File: config.mk
export PLATFORM = sky130hd
export DESIGN_NAME = ifetch_top
export DESIGN_NICKNAME = d
export VERILOG_FILES = /design/src/rtl/ifetch_pkg.sv /design/src/rtl/opcode_len_dec.sv /design/src/rtl/wb_fetch_master.sv /design/src/rtl/insn_assembler.sv /design/src/rtl/insn_out_queue.sv /design/src/rtl/ifetch_top.sv
export VERILOG_INCLUDE_DIRS = /design/src /design/src/rtl
export SDC_FILE = /design/constraint.sdc
export NUM_CORES = 1
export LEC_CHECK = 0
export ABC_AREA = 1
export BUFFER_PORTS_ARGS = -buffer_cell sky130_fd_sc_hd__buf_2
export CORE_UTILIZATION = 50
export CTS_BUF_LIST = sky130_fd_sc_hd__clkbuf_8
export CTS_CLUSTER_DIAMETER = 80
export DETAILED_ROUTE_END_ITERATION = 12
export PLACE_DENSITY_LB_ADDON = 0.12
export SETUP_SLACK_MARGIN = 0.5
export SYNTH_ARGS = -nofsm -noshare
export SYNTH_HDL_FRONTEND = slang
export SYNTH_HIERARCHICAL = 1
export SYNTH_SLANG_ARGS = --single-unit
File: constraint.sdc
create_clock -name clk -period 11.7 [get_ports clk]
set_input_delay 3.51 -clock clk [delete_from_list [all_inputs] [get_ports clk]]
set_output_delay 3.51 -clock clk [all_outputs]
set_load 0.02 [all_outputs]
File: src/rtl/opcode_table.svh
/*
 * opcode bytes of the supported 65816 subset, anything missing decodes as illegal
 */
`ifndef OPCODE_TABLE_SVH
`define OPCODE_TABLE_SVH
`default_nettype none

// ==========================================================
// single byte register and stack operations
// ==========================================================
`define NOP       8'hEA
`define CLC       8'h18
`define TAX       8'hAA
`define INX       8'hE8
`define DEX       8'hCA
`define PHA       8'h48

// ==========================================================
// control flow, fetching stops after each of these
// ==========================================================
`define BRK       8'h00
`define JMP       8'h4C
`define JML       8'h5C
`define JMP_IND   8'h6C
`define JMP_INDX  8'h7C
`define JSR       8'h20
`define JSL       8'h22
`define RTS       8'h60
`define RTL       8'h6B
`define RTI       8'h40
`define BRA       8'h80
`define BRL       8'h82
`define STP       8'hDB
`define WAI       8'hCB

// conditional branches fall through and keep fetching
`define BCC       8'h90
`define BCS       8'hB0
`define BNE       8'hD0
`define BEQ       8'hF0

// ==========================================================
// immediates and fixed operand modes
// ==========================================================
// accumulator width follows m16
`define LDA_IMM   8'hA9
`define ADC_IMM   8'h69
`define CMP_IMM   8'hC9
// index width follows xb16
`define LDX_IMM   8'hA2
`define LDY_IMM   8'hA0
`define CPX_IMM   8'hE0
// mode flag changes always carry a single byte
`define REP       8'hC2
`define SEP       8'hE2
`define LDA_ZP    8'hA5
`define STA_ZP    8'h85
`define LDA_ABS   8'hAD
`define STA_ABS   8'h8D
`define LDA_AL    8'hAF
`define STA_AL    8'h8F
`define LDA_DSP   8'hA3
`define STA_DSP   8'h83

`default_nettype wire
`endif

File: src/rtl/ifetch_pkg.sv
/*
 * shared types of the 65816 prefetch unit, 24-bit byte addressed program space
 * instructions are 1 to 4 bytes long and operands are packed low byte first
 */
`default_nettype none

package ifetch_pkg;

	// ==========================================================
	// widths that carry a meaning
	// ==========================================================

	// program byte address covering the whole bank:offset space
	typedef logic [23:0] addr_t;

	// one datum of the 8-bit memory bus
	typedef logic [7:0] byte_t;

	// instruction length in bytes, only 1 to 4 are ever produced
	typedef logic [2:0] insn_len_t;

	// up to three operand bytes, the first byte after the opcode sits in bits 7:0
	typedef logic [23:0] operand_t;

	// ==========================================================
	// bundles passed between the stages
	// ==========================================================

	// a byte returned by the bus master together with the address it came from
	typedef struct packed {
		addr_t addr;
		byte_t data;
	} fetch_byte_t;

	// finished instruction as handed to the execute stage (61 bits)
	typedef struct packed {
		addr_t     pc;
		byte_t     opcode;
		operand_t  operand;
		insn_len_t len;
		logic      flow_stop;
		logic      illegal;
	} insn_pkt_t;

	// states of the instruction assembler
	typedef enum logic [2:0] {
		ASM_IDLE,
		ASM_OPCODE,
		ASM_OPERAND,
		ASM_PUSH,
		ASM_STOPPED
	} asm_state_t;

	// packet queue depth used when the top level is not told otherwise
	localparam int DEFAULT_QUEUE_DEPTH = 4;

endpackage

`default_nettype wire

File: src/rtl/opcode_len_dec.sv
/*
 * purely combinational opcode table, the mode flags must be settled with the opcode
 * unknown opcodes come out as one byte, illegal and flow stopping
 */
`timescale 1ns/1ps
`include "opcode_table.svh"
`default_nettype none

module opcode_len_dec (
	input  wire ifetch_pkg::byte_t  opcode,
	input  wire                     m16,
	input  wire                     xb16,
	output ifetch_pkg::insn_len_t   len,
	output logic                    flow_stop,
	output logic                    illegal
);

	// ==========================================================
	// length and kind of every supported opcode
	// ==========================================================

	always_comb begin
		// most of the table only needs the length, so start from a plain one byte op
		len = 3'd1;
		flow_stop = 1'b0;
		illegal = 1'b0;
		case (opcode)
		// implied and stack ops carry no operand
		`NOP, `CLC, `TAX, `INX, `DEX, `PHA: len = 3'd1;

		// returns and halts end the stream with nothing after the opcode
		`RTS, `RTL, `RTI, `STP, `WAI: flow_stop = 1'b1;

		// brk carries its signature byte, bra its 8-bit displacement
		`BRK, `BRA: begin
			len = 3'd2;
			flow_stop = 1'b1;
		end

		// absolute jumps and calls plus the 16-bit long branch
		`JMP, `JMP_IND, `JMP_INDX, `JSR, `BRL: begin
			len = 3'd3;
			flow_stop = 1'b1;
		end

		// long jump and call take a full 24-bit target
		`JML, `JSL: begin
			len = 3'd4;
			flow_stop = 1'b1;
		end

		// conditional branches keep going down the fall-through path
		`BCC, `BCS, `BNE, `BEQ: len = 3'd2;

		// the immediate is as wide as the accumulator
		`LDA_IMM, `ADC_IMM, `CMP_IMM: len = m16 ? 3'd3 : 3'd2;

		// the immediate is as wide as the index registers
		`LDX_IMM, `LDY_IMM, `CPX_IMM: len = xb16 ? 3'd3 : 3'd2;

		// one operand byte whatever the mode
		`REP, `SEP, `LDA_ZP, `STA_ZP, `LDA_DSP, `STA_DSP: len = 3'd2;

		// 16-bit absolute address
		`LDA_ABS, `STA_ABS: len = 3'd3;

		// 24-bit long address
		`LDA_AL, `STA_AL: len = 3'd4;

		// not in the table, the core gets a one byte trap packet
		default: begin
			flow_stop = 1'b1;
			illegal = 1'b1;
		end
		endcase
	end

endmodule

`default_nettype wire

File: src/rtl/wb_fetch_master.sv
/*
 * Wishbone classic read master, one byte per bus cycle and no error or retry handling
 * a cycle still open at a redirect runs to its ack and that byte is thrown away
 */
`timescale 1ns/1ps
`default_nettype none

module wb_fetch_master (
	input  wire                       clk,
	input  wire                       rst,
	input  wire                       redirect,
	input  wire ifetch_pkg::addr_t    redirect_pc,
	input  wire                       fetch_en,
	output logic                      cyc,
	output logic                      stb,
	output logic                      we,
	output ifetch_pkg::addr_t         adr,
	input  wire ifetch_pkg::byte_t    dat_i,
	input  wire                       ack,
	output logic                      byte_valid,
	output ifetch_pkg::fetch_byte_t   fetch_byte
);
	import ifetch_pkg::*;

	// address of the next byte to fetch
	addr_t fetch_addr;
	// set when a redirect lands on an open cycle
	logic discard;
	// high the cycle after an ack, keeps the bus idle for one cycle
	logic ack_q;
	logic bus_done;
	logic bus_start;

	assign bus_done = cyc & ack;
	// a new cycle needs a free bus, the idle gap, and the assembler asking for bytes
	assign bus_start = ~cyc & ~ack_q & fetch_en & ~redirect;
	assign stb = cyc;
	assign we = 1'b0;

	// ==========================================================
	// bus handshake
	// ==========================================================

	always_ff @(posedge clk) begin
		if (rst) begin
			cyc <= 1'b0;
			discard <= 1'b0;
			ack_q <= 1'b0;
			byte_valid <= 1'b0;
		end else begin
			ack_q <= bus_done;
			// a byte from the old stream never reaches the assembler
			byte_valid <= bus_done & ~discard & ~redirect;
			if (bus_done) begin
				cyc <= 1'b0;
				discard <= 1'b0;
			end else if (cyc) begin
				if (redirect)
					discard <= 1'b1;
			end else if (bus_start) begin
				cyc <= 1'b1;
			end
		end
	end

	// ==========================================================
	// addresses and returned data
	// ==========================================================

	always_ff @(posedge clk) begin
		// adr stays put for the whole cycle even if fetch_addr is reloaded
		if (bus_start)
			adr <= fetch_addr;
		if (redirect)
			fetch_addr <= redirect_pc;
		else if (bus_done && !discard)
			fetch_addr <= fetch_addr + 24'd1;
		if (bus_done)
			fetch_byte <= '{addr: adr, data: dat_i};
	end

endmodule

`default_nettype wire

File: src/rtl/insn_assembler.sv
/*
 * gathers one instruction at a time and accepts every byte offered to it
 * fetch_en drops on the last byte so nothing is fetched while a packet waits
 */
`timescale 1ns/1ps
`default_nettype none

module insn_assembler (
	input  wire                        clk,
	input  wire                        rst,
	input  wire                        redirect,
	input  wire                        m16,
	input  wire                        xb16,
	input  wire                        byte_valid,
	input  wire ifetch_pkg::fetch_byte_t fetch_byte,
	output logic                       fetch_en,
	output logic                       push_valid,
	output ifetch_pkg::insn_pkt_t      push_pkt,
	input  wire                        push_ready
);
	import ifetch_pkg::*;

	asm_state_t state;
	insn_pkt_t pkt;
	// bytes of the current instruction taken so far, the opcode counts as one
	insn_len_t byte_cnt;
	insn_len_t dec_len;
	logic dec_flow_stop;
	logic dec_illegal;
	logic opcode_in;
	logic operand_in;
	logic last_byte;
	logic [1:0] opnd_idx;

	// the table looks at every byte but only opcode bytes are kept
	opcode_len_dec i_len_dec (
		.opcode    (fetch_byte.data),
		.m16       (m16),
		.xb16      (xb16),
		.len       (dec_len),
		.flow_stop (dec_flow_stop),
		.illegal   (dec_illegal)
	);

	assign opcode_in = byte_valid && (state == ASM_OPCODE);
	assign operand_in = byte_valid && (state == ASM_OPERAND);
	assign last_byte = (opcode_in && dec_len == 3'd1) ||
		(operand_in && byte_cnt + 3'd1 == pkt.len);
	// the master samples this in the idle gap right after a byte, which is when it matters
	assign fetch_en = ((state == ASM_OPCODE) || (state == ASM_OPERAND)) && !last_byte;
	assign opnd_idx = byte_cnt[1:0] - 2'd1;
	assign push_valid = (state == ASM_PUSH);
	assign push_pkt = pkt;

	// ==========================================================
	// state machine
	// ==========================================================

	always_ff @(posedge clk) begin
		if (rst) begin
			state <= ASM_STOPPED;
			byte_cnt <= '0;
		end else if (redirect) begin
			// a redirect drops any half gathered instruction
			state <= ASM_OPCODE;
			byte_cnt <= '0;
		end else begin
			case (state)
			ASM_OPCODE: if (opcode_in) begin
				byte_cnt <= 3'd1;
				state <= last_byte ? ASM_PUSH : ASM_OPERAND;
			end
			ASM_OPERAND: if (operand_in) begin
				byte_cnt <= byte_cnt + 3'd1;
				if (last_byte)
					state <= ASM_PUSH;
			end
			ASM_PUSH: if (push_ready) begin
				state <= pkt.flow_stop ? ASM_STOPPED : ASM_OPCODE;
			end
			// parked until the core redirects
			ASM_IDLE, ASM_STOPPED: state <= state;
			default: state <= ASM_STOPPED;
			endcase
		end
	end

	// ==========================================================
	// packet fields
	// ==========================================================

	always_ff @(posedge clk) begin
		if (opcode_in) begin
			pkt.pc <= fetch_byte.addr;
			pkt.opcode <= fetch_byte.data;
			// operand bytes that never arrive stay zero
			pkt.operand <= '0;
			pkt.len <= dec_len;
			pkt.flow_stop <= dec_flow_stop;
			pkt.illegal <= dec_illegal;
		end else if (operand_in) begin
			pkt.operand[8*opnd_idx +: 8] <= fetch_byte.data;
		end
	end

endmodule

`default_nettype wire

File: src/rtl/insn_out_queue.sv
/*
 * packet FIFO for any depth of 2 or more, flush drops everything held
 * push_ready looks straight through to out_ready so a full queue still streams
 */
`timescale 1ns/1ps
`default_nettype none

module insn_out_queue #(
	parameter int QUEUE_DEPTH = ifetch_pkg::DEFAULT_QUEUE_DEPTH
) (
	input  wire                         clk,
	input  wire                         rst,
	input  wire                         flush,
	input  wire                         push_valid,
	input  wire ifetch_pkg::insn_pkt_t  push_pkt,
	output logic                        push_ready,
	output logic                        out_valid,
	output ifetch_pkg::insn_pkt_t       out_pkt,
	input  wire                         out_ready
);
	import ifetch_pkg::*;

	localparam int PTR_W = $clog2(QUEUE_DEPTH);
	localparam int CNT_W = $clog2(QUEUE_DEPTH + 1);

	typedef logic [PTR_W-1:0] ptr_t;
	typedef logic [CNT_W-1:0] cnt_t;

	insn_pkt_t slots [QUEUE_DEPTH];
	ptr_t wr_ptr;
	ptr_t rd_ptr;
	cnt_t count;
	logic full;
	logic do_push;
	logic do_pop;

	// pointers wrap by hand since the depth need not be a power of two
	function automatic ptr_t ptr_next(input ptr_t p);
		return (p == ptr_t'(QUEUE_DEPTH - 1)) ? '0 : p + ptr_t'(1);
	endfunction

	assign full = (count == cnt_t'(QUEUE_DEPTH));
	assign out_valid = (count != '0);
	assign out_pkt = slots[rd_ptr];
	// when full a pop this cycle frees the slot the push needs
	assign push_ready = !full || out_ready;
	assign do_pop = out_valid && out_ready;
	assign do_push = push_valid && push_ready && !flush;

	always_ff @(posedge clk) begin
		if (rst || flush) begin
			wr_ptr <= '0;
			rd_ptr <= '0;
			count <= '0;
		end else begin
			if (do_push)
				wr_ptr <= ptr_next(wr_ptr);
			if (do_pop)
				rd_ptr <= ptr_next(rd_ptr);
			case ({do_push, do_pop})
			2'b10: count <= count + cnt_t'(1);
			2'b01: count <= count - cnt_t'(1);
			default: count <= count;
			endcase
		end
	end

	always_ff @(posedge clk) begin
		if (do_push)
			slots[wr_ptr] <= push_pkt;
	end

endmodule

`default_nettype wire

File: src/rtl/ifetch_top.sv
/*
 * prefetch unit for an 8-bit memory 65816 core, idle after reset until the first redirect
 * m16 and xb16 must be valid whenever an opcode byte comes back from memory
 */
`timescale 1ns/1ps
`default_nettype none

module ifetch_top #(
	parameter int QUEUE_DEPTH = ifetch_pkg::DEFAULT_QUEUE_DEPTH
) (
	input  wire                        clk,
	input  wire                        rst,
	// Wishbone classic memory port, reads only
	output logic                       cyc,
	output logic                       stb,
	output logic                       we,
	output ifetch_pkg::addr_t          adr,
	input  wire ifetch_pkg::byte_t     dat_i,
	input  wire                        ack,
	// control from the core
	input  wire                        redirect,
	input  wire ifetch_pkg::addr_t     redirect_pc,
	input  wire                        m16,
	input  wire                        xb16,
	// packets to the execute stage
	output logic                       out_valid,
	output ifetch_pkg::insn_pkt_t      out_pkt,
	input  wire                        out_ready
);
	import ifetch_pkg::*;

	logic byte_valid;
	fetch_byte_t fetch_byte;
	logic fetch_en;
	logic push_valid;
	insn_pkt_t push_pkt;
	logic push_ready;

	// bytes come in from memory
	wb_fetch_master i_master (
		.clk         (clk),
		.rst         (rst),
		.redirect    (redirect),
		.redirect_pc (redirect_pc),
		.fetch_en    (fetch_en),
		.cyc         (cyc),
		.stb         (stb),
		.we          (we),
		.adr         (adr),
		.dat_i       (dat_i),
		.ack         (ack),
		.byte_valid  (byte_valid),
		.fetch_byte  (fetch_byte)
	);

	// bytes become instructions
	insn_assembler i_assembler (
		.clk        (clk),
		.rst        (rst),
		.redirect   (redirect),
		.m16        (m16),
		.xb16       (xb16),
		.byte_valid (byte_valid),
		.fetch_byte (fetch_byte),
		.fetch_en   (fetch_en),
		.push_valid (push_valid),
		.push_pkt   (push_pkt),
		.push_ready (push_ready)
	);

	// redirect also clears whatever the core has not taken yet
	insn_out_queue #(
		.QUEUE_DEPTH (QUEUE_DEPTH)
	) i_queue (
		.clk        (clk),
		.rst        (rst),
		.flush      (redirect),
		.push_valid (push_valid),
		.push_pkt   (push_pkt),
		.push_ready (push_ready),
		.out_valid  (out_valid),
		.out_pkt    (out_pkt),
		.out_ready  (out_ready)
	);

endmodule

`default_nettype wire

# ---- Word level (Yosys, flattened, before mapping)
# Memory sizes are Yosys's and may differ from the RTL's. A register that Yosys moved wholly into a read port is not among the register bits.
# Index checks and enable logic that the tools add are counted.
dict set report word_totals {
  ram_bits 244
  memories 1
  word_cells 166
  output_inout_bits 89
  regBits 158
}
# memory words word_bits rd rd_clocked_by_memory_dff write_ports line_no
set mem_list {}
lappend mem_list {i_queue.slots 4 61 1 1 1 insn_out_queue.sv:29} ;# insn_pkt_t slots [QUEUE_DEPTH];
dict set report op_classes {
  mux 28
  shifts 2
  n_eq_ne 59
  reduce_logical 37
  addsub 8
  bitwise_logic 11
}
# operator n
set ops {}
lappend ops {{$eq A8 B8 Y1 const B} 27}
lappend ops {{$eq A8 B7 Y1 const B} 9}
lappend ops {{$mux W24} 2}
lappend ops {{$reduce_or A40 Y1} 1}
lappend ops {{$neg A5 Y34} 1}
lappend ops {{$shift A8 B34 Y24 const A} 1}
lappend ops {{$shiftx A8 B34 Y24} 1}
lappend ops {{$reduce_or A26 Y1} 1}
lappend ops {{$add A24 B1 Y24 const B} 1}
lappend ops {{$bwmux W24} 1}
lappend ops {{$mux W3} 8}
lappend ops {{$eq A8 B6 Y1 const B} 2}
lappend ops {{$pmux W3 S5} 1}
lappend ops {{$pmux W3 S2} 2}
lappend ops {{$pmux W3 S4} 1}
lappend ops {{$reduce_or A12 Y1} 1}
lappend ops {{$reduce_and A5 Y1} 2}
lappend ops {{$logic_and A1 B1 Y1} 9}
lappend ops {{$mux W1} 9}
lappend ops {{$ne A3 B2 Y1 const B} 3}
lappend ops {{$eq A8 B5 Y1 const B} 1}
lappend ops {{$logic_not A8 Y1} 1}
lappend ops {{$mux W2} 4}
lappend ops {{$reduce_or A7 Y1} 1}
lappend ops {{25 further kinds} 55}

# ---- Depth between registers and ports, before layout
# Gate-level depths: netlist (run 1).
dict set report depth {
  word_depth 12
  depth_mapped 17
  ltp_nobuf 17
}

# ---- Modules after synthesis
# Netlist (run 1), hierarchy kept.
# mod seq_area_each_um2 cells_per_inst area_per_inst_um2 n_inst
set modules_own_cells {}
lappend modules_own_cells {insn_out_queue 7507.2 661 10110.9 1}
lappend modules_own_cells {wb_fetch_master 2482.4 298 3533.4 1}
lappend modules_own_cells {insn_assembler 1711.6 239 2586.2 1}
lappend modules_own_cells {opcode_len_dec 0.0 127 584.3 1}

# ---- Worst setup path before layout (run 1)
# Ideal clock, no wire load.
dict set report synth_timing {
  kind {input to register}
  from {in redirect}
  to {mem i_queue/slots[0][0] (netlist name), enable pin}
  path_buffers 0
  slack_ps 4908
  cell_stages 3
  arrival_ps 6312
  required_ps 11220
  cell_sequence {nor2_1 nand2_2 nor2_1}
}
dict set report synth_via {
  elab_chain_len 4
}
# element line_no
set synth_rtl {}
lappend synth_rtl {{start: declaration} ifetch_top.sv:21} ;# input wire redirect,
lappend synth_rtl {{$logic_not A1 Y1} insn_out_queue.sv:48} ;# assign do_push = push_valid && push_ready && !flush;
lappend synth_rtl {{$logic_and A1 B1 Y1} insn_out_queue.sv:48}
lappend synth_rtl {{$mux W1} insn_out_queue.sv:69} ;# if (do_push)
lappend synth_rtl {{$mux W1 (not written as such)} insn_out_queue.sv:70} ;# slots[wr_ptr] <= push_pkt;
lappend synth_rtl {{end: declaration} insn_out_queue.sv:29}
# No other way between the ends.

==> results of run 1 <==
==> metal layers <==
layer | global-route usage | wire length (µm) | up-vias
met5 | 0 | 0 | -
met4 | 0.0592 | 457 | 0
met3 | 0.0454 | 2190 | 48
met2 | 0.325 | 16000 | 309
met1 | 0.277 | 15500 | 4939
li1 | - | - | 5003
==> where the power goes <==
group,internal [µW],leakage [µW],switching (µW),total (µW)
Clock,586,0.000703,531,1120
Combinational,20.1,0.00259,38.0,58.1
Sequential,1570,0.00365,13.9,1580
==> cell usage after synthesis, types with 5 or more instances <==
cell	count	area share
a21oi_1	35	0.010
buf_12	5	0.0060
buf_2	12	0.0036
buf_4	6	0.0027
buf_6	6	0.0040
clkbuf_1	22	0.0049
dfxtp_1	43	0.051
edfxtp_1	361	0.64
ha_1	11	0.0082
inv_1	62	0.014
inv_2	14	0.0031
nand2_1	196	0.044
nand2_2	15	0.0056
nand3_1	50	0.015
nand4_1	11	0.0041
nor2_1	160	0.036
nor2_2	14	0.0052
nor2_4	50	0.033
o21ai_0	97	0.029
o21ai_1	35	0.010
o22ai_1	21	0.0078
o22ai_2	40	0.030
or3_1	16	0.0060
==> stage by stage <==
step	setup WS (ns)	cell area [µm²]	utilization
6_report	4.97	19000	0.578
5_1_grt	4.75	19000	0.578
4_1_cts	4.90	19000	0.578
3_5_place_dp	5.53	17800	0.542
3_3_place_gp	5.58	17800	0.542
2_1_floorplan	4.91	16800	-
==> worst max path at each step <==
stage                           to  slack [ns]  cells past startpoint
2_1_floorplan  i_queue/slots[0][0]        4.91                      3
3_3_place_gp           out_pkt[30]        5.58                      5
3_5_place_dp           out_pkt[32]        5.53                      5
4_1_cts                out_pkt[32]        4.90                      5
5_1_grt                out_pkt[30]        4.75                      5
6_report               out_pkt[32]        4.97                      5
==> registers in the layout, summed over array words and instances, names as in the netlist, named ones only <==
register,count
i_assembler/push_pkt,61
i_master/discard,1
i_master/fetch_byte,32
i_master/cyc,1
i_queue/rd_ptr,2
i_queue/count,3
i_assembler/byte_cnt,3
i_assembler/state,3
i_master/byte_valid,1
i_master/fetch_addr,24
i_queue/wr_ptr,2
i_master/adr,24
i_queue/slots,244
i_master/ack_q,1
==> worst max-delay path, stage by stage, from the launching register on <==
cell	delay [ns]
dfxtp_4	0.47
inv_6	0.53
buf_4	0.94
nor2_1	0.09
o22ai_1	0.34
buf_2	0.23
==> cell families (layout without fill, tap and decap cells) <==
logic type | count (synthesis) | count (layout) | share of synthesized area
simple gates | 536 | 536 | 0.161
flops | 404 | 404 | 0.696
compound gates | 240 | 240 | 0.0929
buf+inv | 128 | 327 | 0.0389
fa+ha+maj | 12 | 12 | 0.00938
xor+xnor | 4 | 4 | 0.00208
other cells | 1 | 1 | 0.000223
==> layout make-up <==
cell class	instances	share of cell area
Clock buffer	68	0.0494
Timing Repair Buffer	136	0.0372
Multi-Input combinational cell	793	0.237
Tap cell	442	0.0292
Sequential cell	404	0.618
Clock inverter	47	0.0138
Inverter	76	0.0153
==> flow_summary_export.csv, run 1 <==
group,metric,value,unit
run_status,status,"finished clean",
sta,setup_tns,0,ns
power,leakagePower,0.00694,µW
cts,cts_max_level,3,
route,routedWlPerCell,17.4,µm
route,drt_iter0_drc,898,
setup_path,r2r-start,"i_master/fetch_byte[0]",
route,routed_wl,34200,µm
die,dieArea,34400,µm²
setup_path,required,8.19,ns
logic_synthesis,ys_warn_count,6,
power,total_power,2760,µW
setup_path,r2r_cells,15,
route,vias,10300,
route,vias_per_cell,5.24,
cts,cts_made_buffers,66,
sta,final-setup-viol-count,0,
hold_path,hp-start,"i_master/fetch_byte[15]",
sta,final-hold-violation-count,0,
logic_synthesis,syn-mean-instance-area,12.7,µm²
finish,n_antenna_cell,0,
placement,portBuffers,126,
setup_path,end_kind,"output pin",
cts,cts.sinks,404,
sta,holdWs,0.412,ns
die,dieWidth,185,µm
global_routing,grt_pass1_wl,53800,µm
cts,cts.clk_slew.worst_paths,0.06,ns
setup_path,r2r-end,"i_master/adr[19]",
finish,layout_commonest_cell,"edfxtp_1",
route,drt_first_pass_iters,5,
logic_synthesis,synth_cells,1325,
sta,rsz0062_at_grt,"false",
global_routing,grt_use_total,0.203,
logic_synthesis,yosysSeqAreaShare,0.696,
global_routing,first_global_vias,10100,
setup_path,start_kind,"register",
finish,drive_above_1_share,0.242,
finish,regArea,11700,µm²
logic_synthesis,ys_ff_latch,404,
cts,clk_latency,0.57,ns
placement,place_inst,1851,
logic_synthesis,syn_area,16800,µm²
hold_path,hold_depth,0,
setup_path,worst-r2r-setup-slack,8.67,ns
sta,period_share,0.575,
flow_run,drv_cap,0,
sta,maxSlewViolCount,0,
setup_path,arrival,3.22,ns
logic_synthesis,synth_edf_count,361,
power,p_per_area,146,nW/µm²
cts,cts_hold_buf,0,
setup_path,critPathMaxFanout,66,
setup_path,timing.setup.critical_path_class,"register to output pin",
finish,area_growth,12.7,%
finish,multi_input_area,4500,µm²
die,io_pins,128,
die,coreArea,32800,µm²
cts,cts_root_buf,"clkbuf_8",
sta,fmax,149,MHz
global_routing,grt_max_degree,83,
cts,cts_tree,"built",
power,ir_drop,110,µV
die,die_h,185,µm
finish,final_cells,1966,
placement,dp_hpwl,21100,µm
global_routing,grt.overflow.total,0,
sta,relSlewSlack,0.234,
sta,clock_skew,0.0178,ns
finish,fin_nets,1528,
logic_synthesis,synth_nets,1376,
route,drtAntennaViolNets,0,
global_routing,antenna_found_initial,0,
die,start_util,0.513,
cts,cts_buffer_depth,3,
route,route.detailed.drc,0,
sta,worst_pin_slew,1.15,ns
logic_synthesis,synth.distinct_cells,47,
logic_synthesis,ys.flop_type,"edfxtp_1",
hold_path,holdCritPathClass,"register to register",
die,fp-row-count,66,
hold_path,hold_end,"i_assembler/push_pkt[44]",
logic_synthesis,async_flop_share,0,
sta,fin_crit,6.73,ns
cts,cts_resized,0,
placement,place.gp.congestion,0.917,
finish,fillers,2710,
finish,layout_common_cells,"edfxtp_1 (361), nand2_1 (196), nor2_1 (156), buf_2 (126), o21ai_0 (97)",
cts,post-cts-setup-buffer-count,0,
Power figures use the tool's default switching activity.
==> run 2: changes to the inputs <==
==> constraint.sdc (replaced) <==
create_clock -name clk -period 5.7 [get_ports clk]
set_input_delay 1.71 -clock clk [delete_from_list [all_inputs] [get_ports clk]]
set_output_delay 1.71 -clock clk [all_outputs]
set_load 0.02 [all_outputs]
==> run 2 against run 1 <==
Sequential cell count unchanged. Critical path depth decreased by 1. Non-clock buffer count increased by 4. Sequential share of layout area decreased by 0.53 points. Hold slack got worse by 0.00055 ns. Largest power group unchanged.
==> flow_summary_export.csv, run 2 (same netlist as run 1, synthesis figures left out) <==
group,metric,value,unit
global_routing,antenna_found_initial,0,
finish,final_util,0.583,
cts,cts_root_buf,"clkbuf_8",
cts,clk_latency,0.59,ns
global_routing,grt_pass1_wl,53400,µm
route,vias,10200,
route,routed_wl,34300,µm
placement,dp_hpwl,21000,µm
placement,portBuffers,126,
power,p_per_area,301,nW/µm²
setup_path,critPathMaxFanout,88,
finish,largest_register,"i_queue/slots",
hold_path,holdCritPathClass,"register to register",
sta,relSlewSlack,0.296,
setup_path,timing.setup.critical_path_class,"register to output pin",
global_routing,first_global_vias,9937,
sta,maxSlewViolCount,0,
power,total_power,5750,µW
finish,layout_commonest_cell,"edfxtp_1",
route,drtAntennaViolNets,0,
run_status,status,"finished clean",
sta,worst_pin_slew,1.05,ns
flow_run,drv_cap,0,
sta,fmax,222,MHz
placement,place.gp.congestion,0.867,
sta,clock_skew,0.0235,ns
sta,final-hold-violation-count,0,
global_routing,grt_max_degree,89,
route,drt_first_pass_iters,5,
cts,cts.sinks,404,
finish,layout_common_cells,"edfxtp_1 (361), nand2_1 (196), nor2_1 (156), buf_2 (126), o21ai_0 (97)",
cts,cts_buffer_depth,3,
route,vias_per_cell,5.15,
global_routing,grt_use_total,0.204,
sta,final-setup-viol-count,0,
finish,fin_nets,1535,
die,coreArea,32800,µm²
finish,largest_reg_flops,244,
setup_path,end_kind,"output pin",
setup_path,required,3.99,ns
setup_path,start_kind,"register",
die,fp-row-count,66,
cts,post-cts-setup-buffer-count,0,
setup_path,r2r-start,"i_master/fetch_byte[0]",
cts,cts_hold_buf,0,
global_routing,grt.overflow.total,0,
die,start_util,0.513,
hold_path,hp-start,"i_master/fetch_byte[13]",
sta,setup_tns,0,ns
sta,fin_ws,1.20,ns
route,routedWlPerCell,17.3,µm
power,leakagePower,0.00702,µW
cts,cts_tree,"built",
sta,period_share,0.790,
route,drt_iter0_drc,738,
die,dieWidth,185,µm
cts,cts.clk_slew.worst_paths,0.06,ns
finish,n_antenna_cell,0,
sta,fin_crit,4.50,ns
die,die_h,185,µm
finish,area_growth,13.7,%
die,dieArea,34400,µm²
sta,rsz0062_at_grt,"false",
finish,drive_above_1_share,0.246,
power,ir_drop,164,µV
route,route.detailed.drc,0,
die,io_pins,128,
placement,dp_slack,1.53,ns
cts,cts_resized,0,
setup_path,arrival,2.79,ns
cts,cts_max_level,3,
sta,holdWs,0.411,ns
cts,cts_made_buffers,69,
run 2: cell count changes in the layout (fill, tap and decap cells not counted), sizes merged:
cell    previous run  this run
bufinv             2         1
buf              136       140
clkinv            15        17
clkbuf            68        74
inv              104       108
run 2: area by class of cell:
cell class / count / area (µm²)
sequential: 404 / 11700
clock inverter: 52 / 264
clock buffer: 74 / 1020
timing repair buffer: 140 / 786
multi-input combinational: 793 / 4500
inverter: 76 / 290
fill: 2695 / 13700
tap: 442 / 553
run 2: final timing paths:
path                            cells after the start                        to  slack (ns)
worst max-delay path                                4               out_pkt[40]        1.20
worst min-delay path                                0  i_assembler/push_pkt[42]        0.41
worst max register to register                     15           i_master/adr[7]        2.58
worst min register to register                      0  i_assembler/push_pkt[42]        0.41
run 2: critical path: stages, from the launching register on:
cell,delay (ns)
dfxtp_4,0.59
buf_4,0.73
o21ai_0,0.22
o22ai_1,0.33
buf_2,0.23
run 2: per-layer routing:
layer,GRT usage,part of all wire
met2,0.321,0.46
met5,0,0
met3,0.0476,0.060
met1,0.281,0.46
met4,0.0678,0.015
run 2: per-stage QoR:
stage / instance area [µm²] / cells
2_1_floorplan: 16800 / 1325
3_3_place_gp: 17800 / 1855
3_5_place_dp: 17800 / 1855
4_1_cts: 19100 / 1981
5_1_grt: 19100 / 1981
6_report: 19100 / 1981
run 2: where the power goes:
group / switching (µW) / total (µW) / internal, µW
sequential: 29.9 / 3250 / 3220
clock: 1120 / 2380 / 1260
combinational: 76.5 / 118 / 41.2
